File: src/include/room_layouts.svh
`ifndef ROOM_LAYOUTS_SVH
`define ROOM_LAYOUTS_SVH

// {x0, y0, width, height, brick} in tiles
// each room is searched top to bottom, first hit wins
localparam wall_rect_t ROOM_RECTS [NUM_RECTS] = '{
	// room 0, start screen: floor and border
	'{5'd0, 5'd23, 6'd32, 6'd1, 1'b0},
	'{5'd0, 5'd22, 6'd32, 6'd1, 1'b0},
	'{5'd0, 5'd0, 6'd32, 6'd1, 1'b0},
	'{5'd31, 5'd0, 6'd1, 6'd18, 1'b0},
	'{5'd0, 5'd0, 6'd1, 6'd18, 1'b0},

	// room 1, platforms first
	'{5'd4, 5'd21, 6'd4, 6'd1, 1'b0},
	'{5'd5, 5'd20, 6'd3, 6'd1, 1'b0},
	'{5'd6, 5'd19, 6'd2, 6'd1, 1'b0},
	'{5'd12, 5'd21, 6'd4, 6'd1, 1'b0},
	'{5'd12, 5'd20, 6'd3, 6'd1, 1'b0},
	'{5'd12, 5'd19, 6'd2, 6'd1, 1'b0},
	'{5'd11, 5'd15, 6'd4, 6'd1, 1'b1},
	'{5'd10, 5'd11, 6'd4, 6'd1, 1'b1},
	'{5'd5, 5'd13, 6'd4, 6'd1, 1'b1},
	'{5'd1, 5'd9, 6'd4, 6'd1, 1'b0},
	'{5'd2, 5'd6, 6'd1, 6'd1, 1'b0},
	'{5'd18, 5'd13, 6'd4, 6'd1, 1'b1},
	'{5'd0, 5'd0, 6'd32, 6'd1, 1'b0},
	'{5'd31, 5'd0, 6'd1, 6'd18, 1'b0},
	'{5'd0, 5'd0, 6'd1, 6'd18, 1'b0},
	'{5'd20, 5'd21, 6'd1, 6'd1, 1'b0},
	'{5'd26, 5'd21, 6'd2, 6'd2, 1'b0},
	'{5'd27, 5'd20, 6'd1, 6'd1, 1'b0},
	'{5'd0, 5'd23, 6'd8, 6'd1, 1'b0},
	'{5'd0, 5'd22, 6'd8, 6'd1, 1'b0},
	// floor after the pit, runs past the right edge
	'{5'd12, 5'd23, 6'd22, 6'd1, 1'b0},
	'{5'd12, 5'd22, 6'd22, 6'd1, 1'b0},

	// room 2
	'{5'd5, 5'd17, 6'd6, 6'd1, 1'b1},
	'{5'd8, 5'd15, 6'd1, 6'd1, 1'b1},
	'{5'd10, 5'd12, 6'd3, 6'd1, 1'b1},
	'{5'd3, 5'd12, 6'd4, 6'd1, 1'b1},
	'{5'd3, 5'd9, 6'd2, 6'd1, 1'b1},
	'{5'd12, 5'd9, 6'd8, 6'd1, 1'b1},
	'{5'd22, 5'd1, 6'd1, 6'd12, 1'b0},
	'{5'd3, 5'd21, 6'd1, 6'd1, 1'b0},
	'{5'd0, 5'd0, 6'd32, 6'd1, 1'b0},
	'{5'd31, 5'd0, 6'd1, 6'd18, 1'b0},
	'{5'd0, 5'd0, 6'd1, 6'd18, 1'b0},
	'{5'd0, 5'd23, 6'd8, 6'd1, 1'b0},
	'{5'd0, 5'd22, 6'd8, 6'd1, 1'b0},
	// floor islands between holes
	'{5'd15, 5'd23, 6'd2, 6'd1, 1'b0},
	'{5'd15, 5'd22, 6'd2, 6'd1, 1'b0},
	'{5'd20, 5'd23, 6'd2, 6'd1, 1'b0},
	'{5'd20, 5'd22, 6'd2, 6'd1, 1'b0},
	'{5'd25, 5'd23, 6'd7, 6'd1, 1'b0},
	'{5'd25, 5'd22, 6'd7, 6'd1, 1'b0},

	// room 3, ceiling with an exit gap
	'{5'd0, 5'd0, 6'd23, 6'd1, 1'b0},
	'{5'd26, 5'd0, 6'd7, 6'd1, 1'b0},
	'{5'd31, 5'd5, 6'd1, 6'd19, 1'b0},
	'{5'd0, 5'd0, 6'd1, 6'd18, 1'b0},
	'{5'd0, 5'd23, 6'd5, 6'd1, 1'b0},
	'{5'd0, 5'd22, 6'd5, 6'd1, 1'b0},
	// pillar pairs, each split by a gap
	'{5'd7, 5'd19, 6'd1, 6'd6, 1'b0},
	'{5'd8, 5'd19, 6'd1, 6'd6, 1'b0},
	'{5'd7, 5'd1, 6'd1, 6'd15, 1'b0},
	'{5'd8, 5'd1, 6'd1, 6'd15, 1'b0},
	'{5'd13, 5'd18, 6'd1, 6'd7, 1'b0},
	'{5'd13, 5'd1, 6'd1, 6'd14, 1'b0},
	'{5'd14, 5'd18, 6'd1, 6'd7, 1'b0},
	'{5'd14, 5'd1, 6'd1, 6'd14, 1'b0},
	'{5'd18, 5'd19, 6'd1, 6'd10, 1'b0},
	'{5'd18, 5'd1, 6'd1, 6'd11, 1'b0},
	'{5'd22, 5'd16, 6'd1, 6'd9, 1'b0},
	'{5'd22, 5'd1, 6'd1, 6'd12, 1'b0},
	// stepping bricks up to the exit
	'{5'd24, 5'd14, 6'd1, 6'd1, 1'b1},
	'{5'd28, 5'd13, 6'd1, 6'd1, 1'b1},
	'{5'd24, 5'd9, 6'd1, 6'd1, 1'b1},
	'{5'd28, 5'd7, 6'd1, 6'd1, 1'b1},
	'{5'd29, 5'd5, 6'd2, 6'd1, 1'b0}
};

// slice of ROOM_RECTS owned by each room
localparam rect_idx_t ROOM_BASE [NUM_ROOMS] = '{7'd0, 7'd5, 7'd27, 7'd46};
localparam rect_idx_t ROOM_COUNT [NUM_ROOMS] = '{7'd5, 7'd22, 7'd19, 7'd23};

`endif

File: src/hw/wall_pkg.sv
`default_nettype none

package wall_pkg;

	typedef logic [9:0] coord_t;
	typedef logic [4:0] tile_idx_t;
	// offset inside a tile, 0 to 19
	typedef logic [4:0] tile_off_t;
	typedef logic [2:0] room_t;
	typedef logic [8:0] texel_addr_t;

	// tile edge in pixels
	localparam coord_t TILE_DIM = 10'd20;

	// visible screen in tiles, 640x480
	localparam coord_t SCREEN_TILES_X = 10'd32;
	localparam coord_t SCREEN_TILES_Y = 10'd24;

	// start screen plus three levels
	localparam room_t NUM_ROOMS = 3'd4;

	// has to track the table in room_layouts.svh
	localparam int NUM_RECTS = 69;

	typedef logic [$clog2(NUM_RECTS + 1)-1:0] rect_idx_t;

	typedef struct packed {
		coord_t x;
		coord_t y;
	} pixel_t;

	typedef struct packed {
		tile_idx_t tile_x;
		tile_idx_t tile_y;
		tile_off_t off_x;
		tile_off_t off_y;
	} tile_pos_t;

	// rectangle of wall tiles, all in tile units
	typedef struct packed {
		tile_idx_t x0;
		tile_idx_t y0;
		logic [5:0] width;
		logic [5:0] height;
		logic brick;
	} wall_rect_t;

	typedef struct packed {
		logic is_wall;
		logic is_brick;
		texel_addr_t texel_addr;
	} wall_px_t;

endpackage

`default_nettype wire

File: src/hw/pixel_tiler.sv
`timescale 1ns/100ps
`default_nettype none

module pixel_tiler (
	input logic clk,
	input logic rst_n,
	input logic pixel_valid,
	input wall_pkg::pixel_t pixel,
	input wall_pkg::room_t active_room,
	input logic room_enabled,
	output logic tile_valid,
	output wall_pkg::tile_pos_t tile_pos,
	output wall_pkg::room_t tile_room,
	output logic tile_room_enabled
);

	import wall_pkg::*;

	coord_t col;
	coord_t row;
	coord_t col_off;
	coord_t row_off;
	logic on_screen;

	// constant divisor, so no real divider is built
	always_comb
	begin
		col = pixel.x / TILE_DIM;
		row = pixel.y / TILE_DIM;
		col_off = pixel.x % TILE_DIM;
		row_off = pixel.y % TILE_DIM;
		on_screen = (col < SCREEN_TILES_X) && (row < SCREEN_TILES_Y);
	end

	always_ff @(posedge clk or negedge rst_n)
	begin
		if (!rst_n)
		begin
			tile_valid <= 1'b0;
			tile_room_enabled <= 1'b0;
		end
		else
		begin
			tile_valid <= pixel_valid;
			// off-screen pixels would alias onto real tiles
			tile_room_enabled <= room_enabled && on_screen;
		end
	end

	always_ff @(posedge clk)
	begin
		tile_pos.tile_x <= col[4:0];
		tile_pos.tile_y <= row[4:0];
		tile_pos.off_x <= col_off[4:0];
		tile_pos.off_y <= row_off[4:0];
		// room rides along with its pixel
		tile_room <= active_room;
	end

endmodule

`default_nettype wire

File: src/hw/room_select.sv
`timescale 1ns/100ps
`default_nettype none

module room_select (
	input logic clk,
	input logic rst_n,
	input logic frame_start,
	input wall_pkg::room_t room_num,
	output wall_pkg::room_t active_room,
	output logic room_enabled
);

	import wall_pkg::*;

	// room of the frame being drawn
	room_t held_room;

	always_ff @(posedge clk or negedge rst_n)
	begin
		if (!rst_n)
		begin
			held_room <= '0;
		end
		else if (frame_start)
		begin
			held_room <= room_num;
		end
	end

	always_comb
	begin
		// first pixel of a frame already sees the new room
		active_room = frame_start ? room_num : held_room;
		// rooms past the table draw nothing
		room_enabled = (active_room < NUM_ROOMS);
	end

endmodule

`default_nettype wire

File: src/hw/tile_classifier.sv
`timescale 1ns/100ps
`default_nettype none

module tile_classifier (
	input logic clk,
	input logic rst_n,
	input logic tile_valid,
	input wall_pkg::tile_pos_t tile_pos,
	input wall_pkg::room_t tile_room,
	input logic tile_room_enabled,
	output logic wall_valid,
	output wall_pkg::wall_px_t wall_px
);

	import wall_pkg::*;

	`include "room_layouts.svh"

	logic [$clog2(NUM_ROOMS)-1:0] room_sel;
	rect_idx_t first_rect;
	// one past the last rectangle of the room
	rect_idx_t end_rect;
	logic hit;
	logic hit_brick;
	wall_px_t px_next;

	// spans are summed in 7 bits, some run past tile 31
	function automatic logic covers(wall_rect_t rect, tile_pos_t pos);
		logic [6:0] x_end;
		logic [6:0] y_end;
		x_end = 7'(rect.x0) + 7'(rect.width);
		y_end = 7'(rect.y0) + 7'(rect.height);
		return (pos.tile_x >= rect.x0) && (7'(pos.tile_x) < x_end)
			&& (pos.tile_y >= rect.y0) && (7'(pos.tile_y) < y_end);
	endfunction

	always_comb
	begin
		room_sel = tile_room[$clog2(NUM_ROOMS)-1:0];
		first_rect = ROOM_BASE[room_sel];
		end_rect = first_rect + ROOM_COUNT[room_sel];
	end

	// priority search, same order as the layout listing
	always_comb
	begin
		hit = 1'b0;
		hit_brick = 1'b0;
		for (int i = 0; i < NUM_RECTS; i++)
		begin
			if (!hit && (rect_idx_t'(i) >= first_rect) && (rect_idx_t'(i) < end_rect)
				&& covers(ROOM_RECTS[i], tile_pos))
			begin
				hit = 1'b1;
				hit_brick = ROOM_RECTS[i].brick;
			end
		end
	end

	always_comb
	begin
		px_next = '0;
		if (hit && tile_room_enabled)
		begin
			px_next.is_wall = 1'b1;
			px_next.is_brick = hit_brick;
			// row-major texel inside the 20x20 tile
			px_next.texel_addr = texel_addr_t'(tile_pos.off_x)
				+ texel_addr_t'(tile_pos.off_y) * texel_addr_t'(TILE_DIM);
		end
	end

	always_ff @(posedge clk or negedge rst_n)
	begin
		if (!rst_n)
		begin
			wall_valid <= 1'b0;
			wall_px <= '0;
		end
		else
		begin
			wall_valid <= tile_valid;
			// zero between pixels
			wall_px <= tile_valid ? px_next : '0;
		end
	end

endmodule

`default_nettype wire

File: src/hw/wall_map.sv
`timescale 1ns/100ps
`default_nettype none

module wall_map (
	input logic clk,
	input logic rst_n,
	input logic pixel_valid,
	input wall_pkg::pixel_t pixel,
	input logic frame_start,
	input wall_pkg::room_t room_num,
	output logic wall_valid,
	output wall_pkg::wall_px_t wall_px
);

	import wall_pkg::*;

	room_t active_room;
	logic room_enabled;
	logic tile_valid;
	tile_pos_t tile_pos;
	room_t tile_room;
	logic tile_room_enabled;

	room_select room_select_inst (
		.clk(clk),
		.rst_n(rst_n),
		.frame_start(frame_start),
		.room_num(room_num),
		.active_room(active_room),
		.room_enabled(room_enabled)
	);

	// stage 1
	pixel_tiler pixel_tiler_inst (
		.clk(clk),
		.rst_n(rst_n),
		.pixel_valid(pixel_valid),
		.pixel(pixel),
		.active_room(active_room),
		.room_enabled(room_enabled),
		.tile_valid(tile_valid),
		.tile_pos(tile_pos),
		.tile_room(tile_room),
		.tile_room_enabled(tile_room_enabled)
	);

	// stage 2
	tile_classifier tile_classifier_inst (
		.clk(clk),
		.rst_n(rst_n),
		.tile_valid(tile_valid),
		.tile_pos(tile_pos),
		.tile_room(tile_room),
		.tile_room_enabled(tile_room_enabled),
		.wall_valid(wall_valid),
		.wall_px(wall_px)
	);

endmodule

`default_nettype wire

File: config.mk
export PLATFORM = sky130hd
export DESIGN_NAME = wall_map
export DESIGN_NICKNAME = d
export VERILOG_FILES = /design/src/hw/wall_pkg.sv /design/src/hw/pixel_tiler.sv /design/src/hw/room_select.sv /design/src/hw/tile_classifier.sv /design/src/hw/wall_map.sv
export VERILOG_INCLUDE_DIRS = /design/src /design/src/include
export SDC_FILE = /design/constraint.sdc
export NUM_CORES = 1
export LEC_CHECK = 0
export BUFFER_PORTS_ARGS = -buffer_cell sky130_fd_sc_hd__buf_4
export CAP_MARGIN = 10
export CORE_MARGIN = 2
export CORE_UTILIZATION = 41
export CTS_CLUSTER_SIZE = 14
export DETAILED_ROUTE_END_ITERATION = 10
export PLACE_DENSITY = 0.7
export SETUP_SLACK_MARGIN = 0.15
export SLEW_MARGIN = 20
export SYNTH_ARGS = -nofsm -noshare
export SYNTH_HDL_FRONTEND = slang
export SYNTH_SLANG_ARGS = --single-unit
File: constraint.sdc
create_clock -name clk -period 4.14 [get_ports clk]
set_clock_uncertainty 0.15 [all_clocks]
set_input_delay 0.207 -clock clk [delete_from_list [all_inputs] [get_ports clk]]
set_output_delay 0.207 -clock clk [all_outputs]
set_load 0.05 [all_outputs]
==> metrics <==
residual DRC count=0; Highest Clock Rate=281 MHz; PD cells=324 nW/um2; syn_nets=611; growth of design area from synthesis to finish=9.89%; number of enable flip-flop cells after synthesis=0; combinational group share of total power=45.8%; Worst Reg2Reg Path Length in Cells=9; die area=11,300 um2; worst slew margin relative to its limit=43.3%; number of antenna violations at the first check in global routing=0; number of clock sinks=39; endpoint with the worst hold slack=pixel_tiler_inst.tile_room[0]; power share of the clock group=20.3%; final-report setup violation count=0; area of the core region=10,300 um2; number of failing hold endpoints at the final stage=0; number of global-route vias before repair=4,122; via/cell ratio=6.32; worst voltage drop across the vdd grid=204 uV; die height=106 um; number of rows in the core area=37; cell count after synthesis=565; RSZ-0062 raised after global routing=false; Antenna Nets Post-Route=0; nature of the critical path startpoint=register; global router's overall resource usage=22.9%; Initial Utilization=41.9%; final critical-path required period=3560 ps; maximum number of pins on one net before global-route repair=23; number of placed I/O pins=39; launch point of the worst hold path=room_num[0]; commonest non-fill, non-tap cells in the layout=sky130_fd_sc_hd__buf_4 (48), sky130_fd_sc_hd__nand2_1 (46), sky130_fd_sc_hd__o21ai_0 (42); area share of the largest cell type after synthesis=10.2%; switching fraction of total power=42.2%; H-Tree Level Count=2; Post-Syn Area per Cell=7.61 um2; Synth area leaders=sky130_fd_sc_hd__dfxtp_1 (10%), sky130_fd_sc_hd__dfrtp_1 (9.9%), sky130_fd_sc_hd__ha_1 (4.9%), sky130_fd_sc_hd__o21ai_0 (4.9%), sky130_fd_sc_hd__nand2_1 (4.0%); critical path peak fanout=19; global-route wire length before repair=21,100 um; proportion of synthesized chip area in sequential cells=20.1%; reg-to-reg slack, setup=580 ps; number of warning messages in the yosys log=0; Data required, critical path=4150 ps; CTS clk-pin slew, worst paths=80 ps; share of the clock period used by the worst path=86.0%; internal power summed over all cells=0.887 mW; buffer type at the clock tree root=sky130_fd_sc_hd__clkbuf_8; GRT Residual Overflow=0; Die W=106 um; net switching power figure=0.646 mW; most area-hungry cell type in the Yosys netlist=sky130_fd_sc_hd__dfxtp_1; pins over their slew limit=0; number of input and output port buffers inserted=38; number of max-cap violations=0; violation count after the first detailed-route iteration=367; flip-flop and latch count after synthesis=39; total vias in the final route=4,517; share of layout cells above drive strength 1=14.0%; post-DR wirelength/cell=18.2 um; number of antenna cells inserted=0; run status=complete, no violations; Setup Buffers After CTS=0; critical path data arrival time=3570 ps; hold depth=2; share of synthesized registers carrying an async set or reset=43.6%; static leakage power=1.87 nW; accumulated negative setup slack=0 ps; type of element capturing the critical path=register; slew at the pin closest to its max-slew limit=849 ps; number of nets in the layout=624; gpl congestion=0.974; most frequently used flop master after synthesis=sky130_fd_sc_hd__dfxtp_1; number of library cell types mapped by synthesis=85; Skew-Pair Late Insertion Delay=280 ps; most common cell after layout, fill and taps aside=sky130_fd_sc_hd__buf_4; Worst Hold Slack=18.0 ps; Post-DP HPWL=9600 um; total iterations of the first detailed-routing run=5; TritonCTS clock tree=built; buffers from clock root to sink, at most=2; type of the tightest min-delay check=primary input to register; TritonCTS buffer count=5; area of the mapped netlist=4300 um2; Crit Reg-Reg Startpoint=pixel_tiler_inst.tile_room[1]; final wirelength=13,000 um; sequential fraction of design power=33.9%; Worst Path Class, Setup=register to register; endpoint of the lowest-slack register-to-register path=tile_classifier_inst.wall_px[5]
[worst max-delay path by stage]
stage                                            to  cells after the start                           from
CTS                 tile_classifier_inst.wall_px[5]                     10  pixel_tiler_inst.tile_room[0]
finish              tile_classifier_inst.wall_px[5]                      9  pixel_tiler_inst.tile_room[1]
global route        tile_classifier_inst.wall_px[6]                      9  pixel_tiler_inst.tile_room[1]
global placement    tile_classifier_inst.wall_px[5]                      9  pixel_tiler_inst.tile_room[1]
detailed placement  tile_classifier_inst.wall_px[5]                     10  pixel_tiler_inst.tile_room[0]
floorplan           tile_classifier_inst.wall_px[5]                     12  pixel_tiler_inst.tile_room[1]
[synth_stat cells, types with 11 or more instances]
cell and count:
sky130_fd_sc_hd__nor3_1 19, sky130_fd_sc_hd__nor2_1 39, sky130_fd_sc_hd__nand2b_1 11, sky130_fd_sc_hd__o21ai_0 42, sky130_fd_sc_hd__nor2b_1 11, sky130_fd_sc_hd__clkbuf_1 11, sky130_fd_sc_hd__nand3_1 18, sky130_fd_sc_hd__buf_2 25
sky130_fd_sc_hd__ha_1 17, sky130_fd_sc_hd__dfxtp_1 22, sky130_fd_sc_hd__dfrtp_1 17, sky130_fd_sc_hd__xnor2_1 11, sky130_fd_sc_hd__inv_1 29, sky130_fd_sc_hd__a21oi_1 33, sky130_fd_sc_hd__nand2_1 46
[cell families (layout without fill, tap and decap cells)]
| group | count (synthesis) | count (layout) | share of synthesized area (%) |
|---|---|---|---|
| fa+ha+maj | 22 | 22 | 6.57 |
| compound gates | 189 | 189 | 31.8 |
| xor+xnor | 19 | 19 | 4.04 |
| simple gates | 208 | 208 | 25.9 |
| mux | 8 | 8 | 2.24 |
| flops | 39 | 39 | 20.1 |
| buf+inv | 80 | 94 | 9.40 |
[area by class of cell]
| class | instances | area (um2) |
|---|---|---|
| clock buffers | 5 | 68.8 |
| well taps | 136 | 170 |
| flip-flops and latches | 39 | 866 |
| repair buffers | 55 | 430 |
| fillers | 1060 | 5550 |
| multi-input cells | 446 | 3030 |
| inverters | 31 | 116 |
| clock inverters | 3 | 43.8 |
[critical path: stages (launching register included)]
cell                        delay, ps
sky130_fd_sc_hd__dfxtp_1          540
sky130_fd_sc_hd__ha_1             630
sky130_fd_sc_hd__nand2_1          360
sky130_fd_sc_hd__o311ai_0         370
sky130_fd_sc_hd__or4_1            160
sky130_fd_sc_hd__o311ai_0         150
sky130_fd_sc_hd__a2111oi_0        320
sky130_fd_sc_hd__nand4b_1         250
sky130_fd_sc_hd__o31ai_4          400
sky130_fd_sc_hd__nor2_1           100
[power by group through the flow]
stage | clock [mW] | combinational (mW) | sequential [mW]
CTS | 0.319 | 0.688 | 0.517
finish | 0.311 | 0.702 | 0.520
detailed placement | 0 | 0.677 | 0.525
floorplan | 0 | 0.573 | 0.460
global route | 0.337 | 0.769 | 0.528
global placement | 0 | 0.677 | 0.524
[flip-flops by register name (all words and copies together), names as in the netlist]
| name | flops |
|---|---|
| pixel_tiler_inst.tile_valid | 1 |
| tile_classifier_inst.wall_px | 11 |
| pixel_tiler_inst.tile_room_enabled | 1 |
| room_select_inst.held_room | 3 |
| tile_classifier_inst.wall_valid | 1 |
| pixel_tiler_inst.tile_room | 2 |
| pixel_tiler_inst.tile_pos | 20 |
[through the flow]
step / area, um2 / power (mW) / setup WS (ps) / utilization (%) / cells
floorplan: 4300 / 1.03 / 1220 / - / 565
global placement: 4540 / 1.20 / 774 / 44.2 / 700
detailed placement: 4540 / 1.20 / 703 / 44.2 / 700
CTS: 4730 / 1.52 / 674 / 46.0 / 715
global route: 4730 / 1.63 / 291 / 46.0 / 715
finish: 4730 / 1.53 / 580 / 46.0 / 715
[routing by layer]
layer | vias to the layer above | wire, um | GRT usage (%)
li1 | 2143 | - | -
met1 | 2107 | 5420 | 30.7
met2 | 238 | 6200 | 38.0
met3 | 29 | 1110 | 2.94
met4 | 0 | 295 | 7.70
met5 | - | 0 | 0
[what timing repair did]
item / in CTS / in global routing
hold buffers: 7 / 0
resized for setup: 0 / 0
hold endpoints to repair: 23 / 0
Note: power is estimated with default switching activity, not from simulation.
